==> src/design/icCachePkg.sv <==
package icCachePkg;

	// Cache geometry
	localparam int bankCount = 64;      // Entries per bank
	localparam int blkOffBits = 4;      // 16-byte blocks

	// Address and data widths
	typedef logic [47:0] addrT;         // Virtual PC
	typedef logic [43:0] blkAddrT;      // PC without the byte offset
	typedef logic [5:0] idxT;           // Block address bits 6..1
	typedef logic [127:0] blkDataT;
	typedef logic [95:0] windowT;       // Up to six 16-bit words
	typedef logic [2:0] stepT;          // In 16-bit words

	// Read request into one bank
	typedef struct packed
	{
		idxT idx;
		blkAddrT tag;
	} icBankReq;

	// Fill store into one bank
	typedef struct packed
	{
		logic strobe;
		idxT idx;
		blkAddrT tag;
		blkDataT data;
	} icFillWrite;

endpackage
==> src/design/icMemBusPkg.sv <==
package icMemBusPkg;

	typedef logic [4:0] opmT;
	typedef logic [1:0] okT;

	// Operation codes towards memory
	localparam opmT opmReady = 5'h00;   // Idle
	localparam opmT opmRdTile = 5'h07;  // Read one 16-byte block
	localparam opmT opmFlushIs = 5'h18; // Invalidate the I-cache

	// Response codes from memory
	localparam okT okReady = 2'b00;
	localparam okT okOk = 2'b01;
	localparam okT okHold = 2'b10;
	localparam okT okFault = 2'b11;     // Never raised by this cache

	// Request on the code bus
	typedef struct packed
	{
		opmT opm;
		icCachePkg::addrT addr;
	} icMemReq;

endpackage

==> src/design/icFetchStage.sv <==
`timescale 1ns/1ns

module icFetchStage (
	input  logic clock,
	input  logic rstN,
	input  icCachePkg::addrT regInPc,
	input  logic icInPcHold,
	input  icMemBusPkg::opmT icInPcOpm,
	output icCachePkg::addrT inAddr,
	output icCachePkg::icBankReq reqA,
	output icCachePkg::icBankReq reqB,
	output logic flushPulse
);

	icCachePkg::addrT nextPc;
	icCachePkg::blkAddrT pcBlk;
	icCachePkg::blkAddrT nextBlk;
	icCachePkg::blkAddrT evenBlk;
	icCachePkg::blkAddrT oddBlk;
	icMemBusPkg::opmT opmQ1;
	icMemBusPkg::opmT opmQ2;
	logic resetFlush;   // One flush right after reset

	always_comb
	begin
		nextPc = icInPcHold ? inAddr : regInPc;
		pcBlk = nextPc[47:icCachePkg::blkOffBits];
		nextBlk = pcBlk + icCachePkg::blkAddrT'(1);

		// Bit 4 is the block parity, so it picks the bank holding the PC
		if (nextPc[4])
		begin
			oddBlk = pcBlk;
			evenBlk = nextBlk;
		end
		else
		begin
			evenBlk = pcBlk;
			oddBlk = nextBlk;
		end

		reqA.idx = evenBlk[6:1];
		reqA.tag = evenBlk;
		reqB.idx = oddBlk[6:1];
		reqB.tag = oddBlk;
	end

	always_ff @(posedge clock)
	begin
		if (!rstN)
		begin
			inAddr <= '0;
			opmQ1 <= icMemBusPkg::opmReady;
			opmQ2 <= icMemBusPkg::opmReady;
			resetFlush <= 1'b1;
		end
		else
		begin
			inAddr <= nextPc;
			opmQ1 <= icInPcOpm;
			opmQ2 <= opmQ1;
			resetFlush <= 1'b0;
		end
	end

	// Rising edge of a FLUSHIS run
	assign flushPulse = resetFlush ||
		((opmQ1 == icMemBusPkg::opmFlushIs) && (opmQ2 != icMemBusPkg::opmFlushIs));

endmodule

==> config.mk <==
export PLATFORM = sky130hd
export DESIGN_NAME = icFetchStage
export DESIGN_NICKNAME = d
export VERILOG_FILES = /design/src/design/icCachePkg.sv /design/src/design/icMemBusPkg.sv /design/src/design/icFetchStage.sv
export SDC_FILE = /design/constraint.sdc
export NUM_CORES = 1
export LEC_CHECK = 0
export BUFFER_PORTS_ARGS = -buffer_cell sky130_fd_sc_hd__buf_2
export CAP_MARGIN = 5
export CORE_ASPECT_RATIO = 1.4
export CORE_MARGIN = 2
export CORE_UTILIZATION = 44
export CTS_CLUSTER_SIZE = 20
export DETAILED_ROUTE_END_ITERATION = 10
export GPL_TIMING_DRIVEN = 1
export PLACE_DENSITY = 0.78
export SLEW_MARGIN = 0
export SYNTH_ARGS = -nofsm -noshare
export SYNTH_HDL_FRONTEND = slang
export SYNTH_SLANG_ARGS = --single-unit
==> constraint.sdc <==
create_clock -name clock -period 3.99 [get_ports clock]
set_input_delay 0.1995 -clock clock [delete_from_list [all_inputs] [get_ports clock]]
set_output_delay 0.1995 -clock clock [all_outputs]
set_load 0.05 [all_outputs]
Word-level counts from Yosys, hierarchy flattened --
Index checks and enable logic that the tools add are counted.
Storage, ports and cells: input bits 56, output and inout bits 149, register bits after elaboration 59, word-level logic and storage cells 14
Operators by class: muxes and demuxes 4, $add $sub $neg 1, equality and inequality tests 2, reduce and logical (&&, ||, !) cells 2
Operators with widths (count):
- $mux 44 | 2
- $mux 48 | 1
- $add 44x1->44 const B | 1
- $eq 5x5->1 const B | 1
- $ne 5x5->1 const B | 1
- $logic_and 1x1->1 | 1
- $logic_or 1x1->1 | 1
- $mux 1 | 1

Logic depth before layout (Yosys ltp) --
depth after elaboration 3, mapped depth 12, depth with buffers taken out 8

Least setup slack after synthesis --
Ideal clock, no wire load.
path kind input port to output port, from input icInPcHold, to output reqB[49] (netlist name), path buffers 5, stages on the path 12, setup slack 412 ps, arrival time 3378 ps, required time 3790 ps, path through buf_2 -> buf_2 -> buf_2 -> buf_1 -> mux2_2 -> ha_1 -> inv_1 -> a211oi_2 -> and2_1 -> nand2_1 -> xor2_1 -> buf_4
RTL lines:
- from (decl) | RTL line icFetchStage.sv:7 | input logic icInPcHold,
- to (decl) | RTL line icFetchStage.sv:11 | output icCachePkg::icBankReq reqB,

==> run metrics <==
Fin Setup TNS=0 ps; hold_ws=75.5 ps; Top delay family on crit path=buffers and inverters; Distinct cells, synth=42; top-level I/O count=between 200 and 250; Worst-path clk slew=approximately 60 ps; critical hold path startpoint=icInPcOpm[1]; Via Count=4179; post-CTS sizing=0; worst hold path type=primary input to flop; commonest non-fill, non-tap cells in the layout=buf_2 (201), nor2_1 (61), dfxtp_1 (59); critical path required time=about 3800 ps; Synth Area in Adders=0.319%; Core Region=0.00861 mm2; largest net degree at the start of global routing=57; hold depth=2; critical-path cell list=buf_4 -> buf_12 -> nand3_1 -> a22oi_1 -> nand3_1 -> a2111oi_4 -> xnor2_1 -> buf_2; post-synthesis compound-gate area fraction=7.70%; CP Max Fanout=56; row count=40; pre-CTS setup slack=744 ps; CTS tree=done; vias in the first global route=4087; Post-synth top flop=dfxtp_1; die width=approximately 84 um; Max Cap Viol=0; main combinational cell family by area after synthesis=simple AND/OR/NAND/NOR gates; first-pass GRT wire length=19300 um; CTS sink cnt=59; # setup viols final=0; DRC viols=0; layout cells sized above 1=35.0%; Clock Tree Buf Depth=2; hold endpoint=opmQ1[1]; Antenna Cells=0; Worst setup EP type=primary output; number of vias per cell=between 5 and 6; Synth Area in XOR/XNOR=14.1%; Final nets=718; Critical R2R Launch=inAddr[40]; path depth of the worst reg2reg path=2; Hold-fix buffers, CTS=0; Crit Path Class=primary input to primary output; CP bufs+invs=3; Clock Root Buffer=clkbuf_16; Post-synth EDFFs=0; clock skew=3.71 ps; DR pass1 iterations=5; post-synthesis mux area share=between 10% and 20%; WL/cell=16.1 um; GRT Overall Usage=between 20% and 30%; Simple-Gate Fraction of Synth Area=28.3%; Final Hold Vio Count=0; sequential area share after synthesis=30.2%; Die Ht=116 um; RSZ-0062 raised after global routing=no; Cells after Synth=478; Crit-path slowest cell=nand3_1; Initial Utilization=45.5%; Synth Warn #=0; final max-slew violation count=0; CTS HTree Levels=3; Tot Pwr=0.00226 W; WL final=12400 um; Post-DRT Antenna Nets=0; DP HPWL=9650 um; Rel. slew slack=49.6%; CP max stage delay=560 ps; initial antenna violation count=0; final period utilization=82.0%; Least-Margin Pin Slew=756 ps; gr ovfl total=0; pwr/cell area=432 mW/mm2; Avg Synthesized Cell Area=8.19 um2; DRC marker count from the first detailed-route iteration=241; die area=0.00968 mm2; cell repeated most along the worst path=nand3_1; Pleak=2.44 nW; Area growth syn-to-layout=33.4%; CP Launch Type=primary input; flop2flop setup slack=3000 ps; fin crit period=roughly 3300 ps; post-synthesis instance area=0.00392 mm2; clock latency at the later pin of the worst-skew pair=between 300 and 400 ps; async set-or-reset flop fraction in the synthesized netlist=0%; Max VDD drop=~0.29 mV; status=finished clean; Util after Layout=60.7%; syn_nets=535; reg-to-reg endpoint=inAddr[40]; Yosys reg bits=59; most common cell after layout, fill and taps aside=buf_2; Worst Path Arrival=3070 ps; setup bufs post-CTS=0; GPL Wtd Cong=approximately 0.84; total CTS buffers=9; setup ws final=720 ps; Port Buf Inserts=202; Fmax=0.306 GHz
## power breakdown
| part | switching (W) | internal [W] | total, W |
|---|---|---|---|
| Sequential | 0.0000282 | 0.000624 | 0.000652 |
| Clock | 0.000295 | 0.000550 | 0.000845 |
| Combinational | 0.000584 | 0.000174 | 0.000758 |
| Total | 0.000907 | 0.00135 | 0.00226 |
## cell families after synthesis
family | after synthesis
xor gates and xnor gates | 63
muxes | 43
and+or+nand+nor | 212
DFF | 59
AOI/OAI and AO/OA | 38
other | 2
adders and majority gates | 1
buffers and inverters | 60
## cell usage after synthesis (all sizes together) (3+ instances only)
cell type | n | area [um2]
xnor2 | 50 | 438
xor2 | 13 | 114
buf | 29 | 191
a222oi | 3 | 30.0
nand2 | 28 | 105
nor2b | 4 | 25.0
nor2 | 61 | 229
nor3 | 18 | 90.1
nand4b | 4 | 35.0
and2 | 14 | 87.6
nand4 | 14 | 93.8
a22oi | 9 | 67.6
mux2i | 42 | 433
a21oi | 8 | 40.0
nand3b | 18 | 148
o21ai | 5 | 25.0
a32o | 4 | 40.0
clkbuf | 6 | 22.5
inv | 25 | 93.8
a211oi | 4 | 40.0
dfxtp | 59 | 1180
nand3 | 34 | 175
nor4 | 14 | 100
## worst reg2reg max path: cells and delay by family (launching register included)
family | cells | cell delay [ps]
and+or+nand+nor | 1 | 80
muxes | 1 | 450
DFF | 1 | 320
## stage by stage
stage               area, um2  std cells
floorplan                3920        478
global placement         4900        755
detailed placement       4900        755
CTS                      5220        771
global route             5220        771
finish                   5220        771
## sequential cells by signal (all words and copies together), names as in the netlist
| signal | count |
|---|---|
| opmQ1 | 5 |
| resetFlush | 1 |
| inAddr | 48 |
| opmQ2 | 5 |
## worst max-delay path by stage
stage,slack [ps],end,cells after the start,startpoint
detailed placement,740,reqA[35],8,icInPcHold
CTS,770,reqA[35],8,icInPcHold
global placement,860,reqA[35],8,icInPcHold
floorplan,410,reqB[49],12,icInPcHold
global route,560,reqB[40],10,inAddr[4]
finish,720,reqA[35],8,icInPcHold
## layer usage
layer,track usage (%),vias to the layer above,part of all wire (%)
li1,-,2011,-
met1,27.5,1964,38
met2,45.2,183,53
met3,6.13,21,6.4
met4,10.3,0,2.1
met5,0,-,0
## area by class of cell
cell class              count  area (um2)
flip-flops and latches     59        1180
well taps                 105         131
multi-input cells         359        2430
repair buffers            207        1060
inverters                  25        93.8
clock buffers               9         225
clock inverters             7         101
fillers                   811        3380
Note: power is estimated with default switching activity, not from simulation.
