**config.mk**
```make
export PLATFORM = sky130hd
export DESIGN_NAME = icWindowAlign
export DESIGN_NICKNAME = d
export VERILOG_FILES = /design/src/design/icCachePkg.sv /design/src/design/icMemBusPkg.sv /design/src/design/icWindowAlign.sv
export SDC_FILE = /design/constraint.sdc
export NUM_CORES = 1
export LEC_CHECK = 0
export BUFFER_PORTS_ARGS = -buffer_cell sky130_fd_sc_hd__buf_2
export CORE_AREA = 4 4 226 228
export DETAILED_ROUTE_END_ITERATION = 7
export DIE_AREA = 0 0 230 232
export GPL_TIMING_DRIVEN = 0
export SYNTH_ARGS = -nofsm -noshare
export SYNTH_HDL_FRONTEND = slang
export SYNTH_SLANG_ARGS = --single-unit
```
**constraint.sdc**
```tcl
create_clock -name vclk -period 2.9
set_input_delay 0.58 -clock vclk [all_inputs]
set_output_delay 0.58 -clock vclk [all_outputs]
set_load 0.005 [all_outputs]
```
**src/design/icCachePkg.sv**
```systemverilog
package icCachePkg;

	// Cache geometry
	localparam int bankCount = 64;      // Entries per bank
	localparam int blkOffBits = 4;      // 16-byte blocks

	// Address and data widths
	typedef logic [47:0] addrT;         // Virtual PC
	typedef logic [43:0] blkAddrT;      // PC without the byte offset
	typedef logic [5:0] idxT;           // Block address bits 6..1
	typedef logic [127:0] blkDataT;
	typedef logic [95:0] windowT;       // Up to six 16-bit words
	typedef logic [2:0] stepT;          // In 16-bit words

	// Read request into one bank
	typedef struct packed
	{
		idxT idx;
		blkAddrT tag;
	} icBankReq;

	// Fill store into one bank
	typedef struct packed
	{
		logic strobe;
		idxT idx;
		blkAddrT tag;
		blkDataT data;
	} icFillWrite;

endpackage
```
**src/design/icMemBusPkg.sv**
```systemverilog
package icMemBusPkg;

	typedef logic [4:0] opmT;
	typedef logic [1:0] okT;

	// Operation codes towards memory
	localparam opmT opmReady = 5'h00;   // Idle
	localparam opmT opmRdTile = 5'h07;  // Read one 16-byte block
	localparam opmT opmFlushIs = 5'h18; // Invalidate the I-cache

	// Response codes from memory
	localparam okT okReady = 2'b00;
	localparam okT okOk = 2'b01;
	localparam okT okHold = 2'b10;
	localparam okT okFault = 2'b11;     // Never raised by this cache

	// Request on the code bus
	typedef struct packed
	{
		opmT opm;
		icCachePkg::addrT addr;
	} icMemReq;

endpackage

```
**src/design/icWindowAlign.sv**
```systemverilog
`timescale 1ns/1ns

module icWindowAlign (
	input  icCachePkg::addrT inAddr,
	input  icCachePkg::blkAddrT reqTagA,
	input  icCachePkg::blkAddrT reqTagB,
	input  icCachePkg::blkDataT blkDataA,
	input  icCachePkg::blkDataT blkDataB,
	input  icCachePkg::blkAddrT blkTagA,
	input  icCachePkg::blkAddrT blkTagB,
	input  logic validA,
	input  logic validB,
	input  logic icInPcWxe,
	output logic missA,
	output logic missB,
	output icCachePkg::windowT regOutPcVal,
	output icCachePkg::stepT regOutPcStep,
	output icMemBusPkg::okT regOutPcOK
);

	logic [159:0] joined;   // Ten words starting at PC bits 4..3
	logic [1:0] infoA;      // First op
	logic [1:0] infoB;      // Op two words later

	// Returns {wex, twoWord} for the high byte of one 16-bit word
	function automatic logic [1:0] decodeOp(input logic [7:0] hiByte);
		logic twoWord;
		logic wex;
		twoWord = (hiByte[7:5] == 3'b111);    // E0..FF
		casez (hiByte)
			8'b1110_1?1?: wex = 1'b1;       // EA/EB, EE/EF
			8'b1111_?1??: wex = 1'b1;       // F4..F7, FC..FF
			default: wex = 1'b0;
		endcase
		return {wex, twoWord};
	endfunction

	always_comb
	begin
		missA = (blkTagA != reqTagA) || !validA;
		missB = (blkTagB != reqTagB) || !validB;

		case (inAddr[4:3])
			2'b00: joined = {blkDataB[31:0], blkDataA};
			2'b01: joined = {blkDataB[95:0], blkDataA[127:64]};
			2'b10: joined = {blkDataA[31:0], blkDataB};
			default: joined = {blkDataA[95:0], blkDataB[127:64]};
		endcase

		regOutPcVal = joined[{inAddr[2:1], 4'b0000} +: 96];
	end

	always_comb
	begin
		infoA = decodeOp(regOutPcVal[15:8]);
		infoB = decodeOp(regOutPcVal[47:40]);

		// WEX bundle of two or three ops
		if (icInPcWxe && infoA[1])
			regOutPcStep = infoB[1] ? icCachePkg::stepT'(6) : icCachePkg::stepT'(4);
		else if (infoA[0])
			regOutPcStep = icCachePkg::stepT'(2);
		else
			regOutPcStep = icCachePkg::stepT'(1);

		regOutPcOK = (missA || missB) ? icMemBusPkg::okHold : icMemBusPkg::okOk;
	end

endmodule

```
After elaboration in Yosys (flattened, before gate mapping)
Cells that the tools add are included.
{"block": "totals", "n_memories": 0, "out_inout_bits": 103, "latch_bits": 0, "romBits": 0, "in_bits": 483, "register_bits": 0, "ram_bits": 0, "word_cells": 26}
{"block": "op_classes", "n_addsub": 0, "mux": 7, "order_cmp": 0, "multipliers": 0, "reduce_logical": 9, "bitwise_logic": 0, "shift": 1, "n_eq_ne": 9, "n_div": 0}
{"cell": "$pmux W160 S3", "count": 1}
{"cell": "$shiftx A160 B7 Y96", "count": 1}
{"cell": "$ne A44 B44 Y1", "count": 2}
{"cell": "$eq A6 B6 Y1 const B", "count": 2}
{"cell": "$eq A5 B5 Y1 const B", "count": 2}
{"cell": "$mux W2", "count": 3}
{"cell": "$reduce_or A2 Y1", "count": 2}
{"cell": "$eq A3 B3 Y1 const B", "count": 1}
{"cell": "$logic_or A1 B1 Y1", "count": 3}
{"cell": "$mux W3", "count": 1}
{"cell": "$eq A2 B1 Y1 const B", "count": 1}
{"cell": "$eq A2 B2 Y1 const B", "count": 1}
{"cell": "$logic_not A1 Y1", "count": 2}
{"cell": "$logic_not A2 Y1", "count": 1}
{"cell": "$mux W1", "count": 2}
{"cell": "$logic_and A1 B1 Y1", "count": 1}

Longest topological paths before layout
{"block": "depth", "ltp_word": 8, "mapped_depth": 10, "ltp_nobuf": 5}

Worst setup path after synthesis
No wires, ideal clock.
{"block": "synth_timing", "kind": "input -> output", "start": "input port inAddr[3]", "end": "output port regOutPcVal[65]", "path_stages": 6, "path_buffers": 4, "required_time_ns": 2.320, "arrival_time_ns": 2.357, "setup_slack_ns": -0.037, "path_cell_list": "buf_6 > buf_6 > buf_4 > buf_2 > mux4_2 > mux4_2"}
{"block": "synth_via", "elab_chain_cells": 3, "elab_cells_between_ends": 5, "cone_classes": "2 x eq/ne; 1 x shift; 1 x mux; 1 x reduce/logical"}
{"element": "start: declaration", "line": "icWindowAlign.sv:4", "text": "input icCachePkg::addrT inAddr,"}
{"element": "$eq A2 B2 Y1 (tied with other cells)", "line": "icWindowAlign.sv:43", "text": "case (inAddr[4:3])"}
{"element": "$pmux W160 S3 *", "line": "icWindowAlign.sv:43"}
{"element": "$shiftx A160 B7 Y96 *", "line": "icWindowAlign.sv:50", "text": "regOutPcVal = joined[{inAddr[2:1], 4'b0000} +: 96];"}
{"element": "end: declaration", "line": "icWindowAlign.sv:16", "text": "output icCachePkg::windowT regOutPcVal,"}
Mark *: on every way between the ends. The rest lies on a longest branch, timed or not.

Worst setup path in the final report
{"block": "layout_timing", "start": "input port inAddr[3]", "end": "output port regOutPcStep[1]"}
{"block": "layout_via", "elab_chain_cells": 8, "elab_cells_between_ends": 18, "cone_classes": "7 x eq/ne; 1 x shift; 6 x mux; 4 x reduce/logical"}
{"element": "$eq A2 B2 Y1 (tied with other cells)", "line": "icWindowAlign.sv:43"}
{"element": "$pmux W160 S3 *", "line": "icWindowAlign.sv:43"}
{"element": "$shiftx A160 B7 Y96 *", "line": "icWindowAlign.sv:50"}
{"element": "$eq A6 B6 Y1 or $eq A5 B5 Y1 (tied branches)", "line": "icWindowAlign.sv:30", "text": "casez (hiByte)"}
{"element": "$reduce_or A2 Y1 (no line)"}
{"element": "$mux W1", "line": "icWindowAlign.sv:30"}
{"element": "$mux W2 or $logic_and A1 B1 Y1 (tied branches)", "line": "icWindowAlign.sv:60, icWindowAlign.sv:59"}
{"element": "$mux W3 *", "line": "icWindowAlign.sv:59", "text": "if (icInPcWxe && infoA[1])"}
{"element": "end: declaration", "line": "icWindowAlign.sv:17", "text": "output icCachePkg::stepT regOutPcStep,"}
Marked as above.

==> summary.md <==
* run status: finished with violations
* violated checks: setup timing
* standard-cell rows: 81
* fraction of layout instances using a drive strength above 1: 70.24%
* final instance area: 12,690 sq um
* TritonRoute pass-1 iters: 5
* startpoint type of the worst setup path: input pin
* remaining max-slew budget at the tightest pin: 20.08%
* smallest hold slack: 1.608 ns
* critical path, cell by cell: buf_12, buf_12, buf_8, buf_4, mux4_2, mux4_2, nand4_2, o2bb2ai_2, buf_2
* WL/cell: 30.43 um
* power per cell area: 203.3 nW/um^2
* detailed-placement wirelength estimate: 46,290 um
* final hold violation count: 0
* final weighted congestion of routability-driven global placement: 0.9432
* standard cell with the maximum stage delay on the critical path: mux4_2
* Req. time, crit path: 2.32 ns
* CTS hold repair buffers: 0
* dominant cells by area after synthesis: mux4_2 47%, mux2i_1 11%, xnor2_1 11%
* Post-Synthesis Net Count: 1,164
* number of sequential storage elements: 0
* Die Area: 53,360 sq um
* placed inst area: 10,530 sq um
* unrepaired setup endpoints after global routing: yes
* worst-path maximum fanout: 8
* y dimension of the die: 232 um
* first-pass GRT wire length: 76,670 um
* global route overflow: 0
* sequential-to-total area share from yosys stat: 0%
* pre-CTS WS: -1.908 ns
* post-synth top area share: 47.49%
* post-layout utilization of the core: 25.97%
* max cap viols: 0
* total I/O pin count: 586
* nets: 1,802
* overall track demand over capacity in global routing: 20.45%
* Worst Hold Launch: validB
* number of stages on the worst hold path: 5
* Worst Hold Endpoint: missB
* antenna violations before repair: 13
* PortBufs: 539
* total wirelength of the detailed-routed design: 60,370 um
* transition time at the pin with the least slew margin: 1.199 ns
* antenna viol nets, final: 0
* Mean Syn Cell Area: 10.24 sq um
* most instantiated cells after synthesis: 147 x mux4_2, 131 x nand2_1, 88 x xnor2_1
* Buf/Inv on CP: 5
* Worst Slack Setup Final: -0.2535 ns
* period utilisation layout: 108.7%
* Core Footprint: 48,850 sq um
* Post-Synthesis Cells: 681
* overall die width: 230 um
* detail-routed via count per cell: 4.892
* delay of the slowest cell on the worst path: 0.55 ns
* vias in the first global route: 10,060
* minimum clock period after layout: 3.153 ns
* type of the worst setup path: in2out
* largest net degree at the start of global routing: 12
* clock buffer count: 0
* library cells used by synthesis: 32
* routed vias: 9,705
* top-count cell post-synth: mux4_2
* timing-limited maximum frequency: 317.1 MHz
* initial core utilization: 14.27%
* kind of cell adding the most delay to the critical path: multiplexers
* number of violations reported at the end of detailed-routing iteration 0: 679
* cell type with the largest total area after synthesis: mux4_2
* total power: 2579 uW
* Max rail drop VDD: 0.08284 mV
* data arrival time at the worst-slack endpoint: 2.57 ns
* leakage power: 0.005609 uW
* growth of design area from synthesis to finish: 81.98%
* Mapped Area: 6972 sq um
* area taken by flip-flops and latches: 0 sq um
* Finish-stage setup viols: 68
* Critical Path End Type: primary output
* total of warnings raised by yosys: 0
* classification of the worst-slack hold path: in2out
* number of remaining DRC errors: 0
* pins over their slew limit: 0
[final cells by class]
cell class         instances  area [sq um]
fillers                 5300         36160
multi-input cells        610          6805
repair buffers           636          3993
plain buffers             66          1027
well taps                664         830.8
inverters                  5         23.77
diodes                     3         7.507
[metrics by stage]
| step | cells | TNS [ns] |
|---|---|---|
| global route | 1983 | -10.12 |
| floorplan | 681 | 0 |
| global placement | 1884 | -101.98 |
| CTS | 1943 | -7.287 |
| finish | 1984 | -5.978 |
| detailed placement | 1885 | -101.10 |
[routing by layer]
metal  track usage, %  up-vias  share of wire (%)
met5                0        -               0.11
met4            7.845       10                4.7
met3            5.667      136                9.9
met2            36.16      751                 49
met1            23.51     4796                 36
li1                 -     4012                  -
[cells in the final DEF (no fill, tap or decap), drive strengths merged, types with 2 or more instances in the layout]
cell	n
buf	678
mux4	159
nand2	131
xnor2	88
mux2i	80
nor2	29
o21ai	29
clkbuf	23
nand4	21
a21oi	19
a31oi	14
a22oi	11
nor4	6
mux2	5
and2	5
nand3	4
diode	3
nor2b	3
inv	3
and3	2
[tightest hold or removal path: stages]
cell and delay [ns]:
buf_2 0.10, nand2_1 0.06, nor4_1 0.04, nand3_1 0.11
buf_2 0.13
[power breakdown]
part           switching, uW  total (uW)  internal (uW)
clock network              0   0.0000186      0.0000186
logic                   1270        2580           1310
registers                  0           0              0
total                   1270        2580           1310
[cell families after synthesis]
kind of cell           synth area share (%)
AO/OA/AOI/OAI                         6.533
XOR/XNOR                              11.06
buffers and inverters                 5.563
multiplexers                          64.30
AND/OR/NAND/NOR                       12.54
[worst max path at each step]
stage,end,depth (start not counted),start
after floorplan,regOutPcStep[1],7,inAddr[3]
after global placement,regOutPcVal[40],7,inAddr[2]
after detailed placement,regOutPcVal[40],7,inAddr[2]
after CTS,regOutPcStep[1],9,inAddr[3]
after global routing,regOutPcVal[88],8,inAddr[3]
final,regOutPcStep[1],9,inAddr[3]
[what timing repair did]
item                       4_1_cts  5_1_grt
setup endpoints to repair       94       80
pin swaps                       13       17
gates resized for setup        258       86
setup buffers                   49       36
cloned                           9        6
Note: power is estimated with default switching activity, not from simulation.
