===== src/design/icCachePkg.sv =====
package icCachePkg;

	// Cache geometry
	localparam int bankCount = 64;      // Entries per bank
	localparam int blkOffBits = 4;      // 16-byte blocks

	// Address and data widths
	typedef logic [47:0] addrT;         // Virtual PC
	typedef logic [43:0] blkAddrT;      // PC without the byte offset
	typedef logic [5:0] idxT;           // Block address bits 6..1
	typedef logic [127:0] blkDataT;
	typedef logic [95:0] windowT;       // Up to six 16-bit words
	typedef logic [2:0] stepT;          // In 16-bit words

	// Read request into one bank
	typedef struct packed
	{
		idxT idx;
		blkAddrT tag;
	} icBankReq;

	// Fill store into one bank
	typedef struct packed
	{
		logic strobe;
		idxT idx;
		blkAddrT tag;
		blkDataT data;
	} icFillWrite;

endpackage

===== src/design/icMemBusPkg.sv =====
package icMemBusPkg;

	typedef logic [4:0] opmT;
	typedef logic [1:0] okT;

	// Operation codes towards memory
	localparam opmT opmReady = 5'h00;   // Idle
	localparam opmT opmRdTile = 5'h07;  // Read one 16-byte block
	localparam opmT opmFlushIs = 5'h18; // Invalidate the I-cache

	// Response codes from memory
	localparam okT okReady = 2'b00;
	localparam okT okOk = 2'b01;
	localparam okT okHold = 2'b10;
	localparam okT okFault = 2'b11;     // Never raised by this cache

	// Request on the code bus
	typedef struct packed
	{
		opmT opm;
		icCachePkg::addrT addr;
	} icMemReq;

endpackage


===== src/design/icMissFill.sv =====
`timescale 1ns/1ns

module icMissFill (
	input  logic clock,
	input  logic rstN,
	input  logic missA,
	input  logic missB,
	input  icCachePkg::icBankReq reqA,
	input  icCachePkg::icBankReq reqB,
	input  icMemBusPkg::okT memPcOK,
	input  icCachePkg::blkDataT memPcData,
	output icMemBusPkg::icMemReq memReq,
	output icCachePkg::icFillWrite fillA,
	output icCachePkg::icFillWrite fillB
);

	typedef enum logic [1:0]
	{
		stIdle,
		stReq,
		stDoneWait
	} fillStateT;

	fillStateT state;
	logic selB;     // Block in flight belongs to bank B
	logic issue;
	icCachePkg::icBankReq pickReq;
	icMemBusPkg::opmT reqOpm;
	icCachePkg::addrT reqAddr;
	icCachePkg::idxT fillIdx;
	icCachePkg::blkAddrT fillTag;
	icCachePkg::blkDataT fillData;
	logic fillStrobe;

	// Bank A is served first
	assign pickReq = missA ? reqA : reqB;
	assign issue = (state == stIdle) && (missA || missB) &&
		(memPcOK == icMemBusPkg::okReady);

	always_ff @(posedge clock)
	begin
		if (issue)
		begin
			reqAddr <= {pickReq.tag, 4'b0000};
			fillIdx <= pickReq.idx;
			fillTag <= pickReq.tag;
		end
		if ((state == stReq) && (memPcOK == icMemBusPkg::okOk))
			fillData <= memPcData;
	end

	always_ff @(posedge clock)
	begin
		if (!rstN)
		begin
			state <= stIdle;
			selB <= 1'b0;
			reqOpm <= icMemBusPkg::opmReady;
			fillStrobe <= 1'b0;
		end
		else
		begin
			fillStrobe <= 1'b0;
			case (state)
				stIdle:
				begin
					if (issue)
					begin
						selB <= !missA;
						reqOpm <= icMemBusPkg::opmRdTile;
						state <= stReq;
					end
					else
						reqOpm <= icMemBusPkg::opmReady;
				end
				stReq:
				begin
					// Request stays up through okHold
					if (memPcOK == icMemBusPkg::okOk)
					begin
						reqOpm <= icMemBusPkg::opmReady;
						fillStrobe <= 1'b1;
						state <= stDoneWait;
					end
				end
				default:
				begin
					reqOpm <= icMemBusPkg::opmReady;
					if (memPcOK == icMemBusPkg::okReady)
						state <= stIdle;  // Bus released
				end
			endcase
		end
	end

	always_comb
	begin
		memReq.opm = reqOpm;
		memReq.addr = reqAddr;

		fillA.strobe = fillStrobe && !selB;
		fillA.idx = fillIdx;
		fillA.tag = fillTag;
		fillA.data = fillData;

		fillB.strobe = fillStrobe && selB;
		fillB.idx = fillIdx;
		fillB.tag = fillTag;
		fillB.data = fillData;
	end

endmodule


===== config.mk =====
export PLATFORM = sky130hd
export DESIGN_NAME = icMissFill
export DESIGN_NICKNAME = d
export VERILOG_FILES = /design/src/design/icCachePkg.sv /design/src/design/icMemBusPkg.sv /design/src/design/icMissFill.sv
export SDC_FILE = /design/constraint.sdc
export NUM_CORES = 1
export LEC_CHECK = 0
export BUFFER_PORTS_ARGS = -buffer_cell sky130_fd_sc_hd__buf_2
export CORE_AREA = 8 8 243 245
export CTS_CLUSTER_DIAMETER = 100
export DETAILED_ROUTE_END_ITERATION = 6
export DIE_AREA = 0 0 251 253
export PLACE_DENSITY = 0.37
export SYNTH_ARGS = -nofsm -noshare
export SYNTH_HDL_FRONTEND = slang
export SYNTH_SLANG_ARGS = --single-unit

===== constraint.sdc =====
create_clock -name clock -period 25.9 [get_ports clock]
set_input_delay 5.18 -clock clock [delete_from_list [all_inputs] [get_ports clock]]
set_output_delay 5.18 -clock clock [all_outputs]
set_load 0.02 [all_outputs]

# ---- Word-level counts from Yosys, hierarchy flattened
# Index checks and enable logic that the tools add are counted.
dict set report totals {
  ff_bits 187
  inputBits 234
  out_inout_bits 411
  mem_count 0
  mem_bits_rw 0
  romBits 0
  elab_cells 34
  latch_bits 0
}
dict set report classes {
  eq_ne 4
  multipliers 0
  shift 0
  magnitude_cmp 0
  mux 9
  addsub 0
  bitwise 0
  div_mod_pow 0
  n_reduce_logical 14
}
# op n
set op_table {}
lappend op_table {{two-way mux 50 bit} 1}
lappend op_table {{one-hot mux 5 bit (2 select lines)} 1}
lappend op_table {{two-way mux 2 bit} 3}
lappend op_table {{logical AND 1 bit} 5}
lappend op_table {{two-way mux 5 bit} 1}
lappend op_table {{== test 2 x 1 -> 1 bit (second input constant)} 2}
lappend op_table {{logical NOT 2 bit} 2}
lappend op_table {{one-hot mux 2 bit (2 select lines)} 1}
lappend op_table {{AND reduction 2 bit} 2}
lappend op_table {{two-way mux 3 bit} 1}
lappend op_table {{AND reduction 3 bit} 1}
lappend op_table {{nonzero test 3 bit} 1}
lappend op_table {{logical NOT 1 bit} 2}
lappend op_table {{inequality test 2 x 1 -> 1 bit (second input constant)} 1}
lappend op_table {{inequality test 2 bit (second input constant)} 1}
lappend op_table {{logical OR 1 bit} 1}
lappend op_table {{two-way mux 1 bit} 1}

# ---- Depth between registers and ports, before layout
dict set report logic_depth {
  depth_word 5
  mapped_depth 3
  ltp_nobuf 3
}

# ---- Worst setup path after synthesis
# No wires, ideal clock.
dict set report synth_path {
  path_type {input port to flip-flop}
  from {in memPcOK[1]}
  to {reg fillData[0], enable pin}
  arrival_time_ns 14.621
  setup_slack_ns 10.479
  required_time_ns 25.100
  path_stages 2
  setup_time_ns 0.800
  path_buffers 0
  cell_sequence {nand2b_1 nor3b_1}
}
dict set report synth_via {
  elab_chain_len 2
}
# element line_no
set synth_rtl {}
lappend synth_rtl {{start, declared} icMissFill.sv:10} ;# input icMemBusPkg::okT memPcOK,
lappend synth_rtl {{== test 2 x 1 -> 1 bit} icMissFill.sv:48} ;# if ((state == stReq) && (memPcOK == icMemBusPkg::okOk))
lappend synth_rtl {{logical AND 1 bit} icMissFill.sv:48}
lappend synth_rtl {{end signal, assigned} icMissFill.sv:49} ;# fillData <= memPcData;
lappend synth_rtl {{end, declared} icMissFill.sv:32} ;# icCachePkg::blkDataT fillData;
# Every way passes these cells.
# A chain may end at the register's enable or synchronous reset.

# ---- Final worst setup path
dict set report layout_path {
  from {in missA}
  to {reg reqAddr[29], enable pin}
}
dict set report layout_via {
  elab_chain_len 3
}
# element line_no
set layout_rtl {}
lappend layout_rtl {{start, declared} icMissFill.sv:6} ;# input logic missA,
lappend layout_rtl {{logical OR 1 bit} icMissFill.sv:37} ;# assign issue = (state == stIdle) && (missA || missB) &&
lappend layout_rtl {{logical AND 1 bit (2 in a row)} icMissFill.sv:37}
lappend layout_rtl {{via issue} icMissFill.sv:26} ;# logic issue;
lappend layout_rtl {{end signal, assigned} icMissFill.sv:44} ;# reqAddr <= {pickReq.tag, 4'b0000};
lappend layout_rtl {{end, declared} icMissFill.sv:29} ;# icCachePkg::addrT reqAddr;
# The timed path passes the listed nets, and every way through them passes these cells.

==> flow_summary_export.csv <==
group,metric,value,unit
power_and_ir_drop,seqPwrFrac,0.505,
final_layout,fill_cells,6057,
placement,dp_cells,1612,
floorplanning,initial_core_util,0.142,
floorplanning,rows,87,
detailed_routing,drc,0,
clocking,cts_buffer_depth,2,
global_route,antenna_found_initial,18,
power_and_ir_drop,p_clk_frac,0.396,
synthesis,synth_top_area_share,0.677,
clocking,cts_max_level,4,
power_and_ir_drop,netSwitchingFraction,0.258,
synthesis,yosys.area.top_type,"edfxtp_1",
placement,dp.final_hpwl,26200,um
timing,final.setup.tns,0,ns
global_route,busiest_layer,"met2",
min_path,hold-path-endpoint,"reqOpm[1]",
worst_setup_path,arrival,6.91,ns
detailed_routing,viasPerCell,3.20,
synthesis,synth_area_leaders,"edfxtp_1 68%, buf_4 22%, mux2_2 7.1%, dfxtp_1 1.3%, buf_2 0.38%",
timing,period_share,0.263,
floorplanning,core,0.0555,mm^2
clocking,cts_tree,"yes",
detailed_routing,wirelength,31500,um
synthesis,yosysWarnings,0,
clocking,cts_root_buffer,"clkbuf_16",
synthesis,async_flop_share,0,
worst_setup_path,cp.required,25.99,ns
power_and_ir_drop,peakVddDrop,0.0488,mV
global_route,grt_use_total,0.0926,
timing,rsz0062_at_grt,"no",
timing,slew_violations,0,
synthesis,synth_edf_count,178,
global_route,gr-usage-met1,0.0922,
global_route,grt_pass1_wl,41300,um
worst_setup_path,ff2ff_path_depth,4,
placement,gp_congestion,0.802,
clocking,cts_num_sinks,183,
synthesis,syn_area_per_cell,16.1,um^2
floorplanning,io_pins,645,
min_path,min_delay_path_depth,2,
timing,fin_skew,0.0160,ns
final_layout,drive_gt1_frac,0.779,
worst_setup_path,critPathMaxFanout,52,
timing,setup_viol,0,
power_and_ir_drop,power_switching,0.000173,W
worst_setup_path,r2r_start,"state[1]",
timing,relSlewSlack,0.388,
worst_setup_path,critPathCaptureType,"flip-flop",
final_layout,area_delta_synth_final,37.7,%
detailed_routing,drt_first_pass_iters,4,
timing,min_period,6.81,ns
global_route,grt_pass1_vias,5838,
final_layout,multiInputGateArea,708,um^2
synthesis,netlist_area,0.00790,mm^2
power_and_ir_drop,pwr_density_cell,61.7,mW/mm^2
timing,hold_violations,0,
synthesis,synth_ff_type,"edfxtp_1",
clocking,clock_latency,0.47,ns
power_and_ir_drop,p_int,0.000498,W
worst_setup_path,r2r_end,"reqAddr[29]",
floorplanning,dieHeight,253,um
clocking,postCtsHoldBufs,0,
status,status,"completed",
clocking,numCtsBuffers,17,
clocking,cts-resized-gates,0,
worst_setup_path,startpoint_type,"input pin",
global_route,met3_usage,0.0468,
placement,io_buffer_count,638,
floorplanning,die_area,0.0635,mm^2
worst_setup_path,r2r_slack,23.82,ns
detailed_routing,drtIter0Drc,188,
synthesis,ys_types,19,
synthesis,synthCells,490,
timing,fmax,147,MHz
synthesis,synth.most_common_cell,"buf_4",
run,max-cap-violations,0,
global_route,use_met2,0.158,
final_layout,nets,1153,
worst_setup_path,critPathKind,"in2reg",
min_path,min_from,"reqOpm[1]",
synthesis,ys_seq_area_frac,0.689,
final_layout,instances_no_fill,1647,
final_layout,area.sequential,0.00545,mm^2
clocking,cts.clk_slew.worst_paths,0.07,ns
global_route,grt_max_degree,130,
worst_setup_path,startpoint,"missA",
clocking,post_cts_buffers,0,
detailed_routing,routedWlPerCell,19.1,um
synthesis,synth_common_cells,"230 x buf_4, 178 x edfxtp_1, 50 x mux2_2, 6 x buf_2, 5 x dfxtp_1",
min_path,holdCritPathClass,"reg2reg",
timing,worst_pin_slew,0.918,ns
power_and_ir_drop,p_comb_frac,0.099,
synthesis,ys_ff_latch,183,
power_and_ir_drop,leakage,4.74,nW
floorplanning,die_w,251,um
global_route,grt_overflow,0,
detailed_routing,ant_nets,0,
detailed_routing,via_count,5266,
[kinds of logic (layout without fill, tap and decap cells)]
group / count (synthesis) / count (layout) / share of synthesized area
DFF: 183 / 183 / 0.689
buffers and inverters: 239 / 675 / 0.224
and+or+nand+nor: 8 / 8 / 0.00840
xor gates and xnor gates: 1 / 1 / 0.00111
AOI/OAI and AO/OA: 8 / 8 / 0.00539
muxes: 50 / 50 / 0.0713
other: 1 / 10 / 0.000475
[critical path: stages]
cell and delay (ns):
buf_2 0.08, buf_4 0.55, o21ai_1 0.23, inv_2 0.24
buf_4 0.53
[power groups by stage]
stage	clock, W	combinational (W)	sequential, W
after floorplan	0	0.0000364	0.000353
after global placement	0	0.0000672	0.000346
after detailed placement	0	0.0000677	0.000346
after CTS	0.000284	0.0000677	0.000339
after global routing	0.000291	0.0000713	0.000340
final	0.000266	0.0000663	0.000339
[cell usage in the layout, fill, tap and decap left out, types with 2 or more instances in the layout]
master     instances
edfxtp_1         178
inv_1              2
inv_6              6
diode_2            4
mux2_2            50
conb_1             6
clkbuf_16         17
buf_4              2
buf_2            638
o21ai_0            2
clkinv_8           2
a21oi_1            4
dfxtp_1            5
and2_1             2
clkinv_4           2
[metal layers]
| metal | vias up | wire length (um) |
|---|---|---|
| met1 | 2423 | 11300 |
| met3 | 58 | 3450 |
| met4 | 8 | 998 |
| met2 | 427 | 15700 |
| li1 | 2350 | - |
| met5 | - | 47 |
[flip-flops by register name, summed over array words and instances (netlist names)]
signal	cells
fillIdx	6
state	2
fillData	128
reqOpm	1
fillStrobe	1
selB	1
reqAddr	44
[through the flow]
stage | hold WS [ns] | instance area (um^2) | worst slack [ns] | total power [W] | utilization
2_1_floorplan | 0.500 | 7920 | 10.48 | 0.000389 | -
3_3_place_gp | 0.564 | 10300 | 18.52 | 0.000413 | 0.185
3_5_place_dp | 0.555 | 10300 | 18.54 | 0.000413 | 0.185
4_1_cts | 0.569 | 10900 | 19.09 | 0.000691 | 0.196
5_1_grt | 0.581 | 10900 | 18.93 | 0.000702 | 0.196
6_report | 0.556 | 10900 | 19.09 | 0.000671 | 0.196
[cell type report]
type | count | area share
multi-input combinational | 73 | 0.0651
sequential | 183 | 0.501
clock buffer | 17 | 0.0391
inverter | 3 | 0.00104
antenna | 4 | 0.000920
tap | 712 | 0.0819
clock inverter | 14 | 0.0144
timing repair buffer | 641 | 0.297
[worst max-delay path by stage]
stage                        endpoint  slack, ns  cells past startpoint
after floorplan           fillData[0]      10.48                      2
after global placement    reqAddr[29]      18.52                      5
after detailed placement  reqAddr[21]      18.54                      5
after CTS                 reqAddr[29]      19.09                      5
after global routing      reqAddr[29]      18.93                      5
final                     reqAddr[29]      19.09                      5
Note: power is estimated with default switching activity, not from simulation.
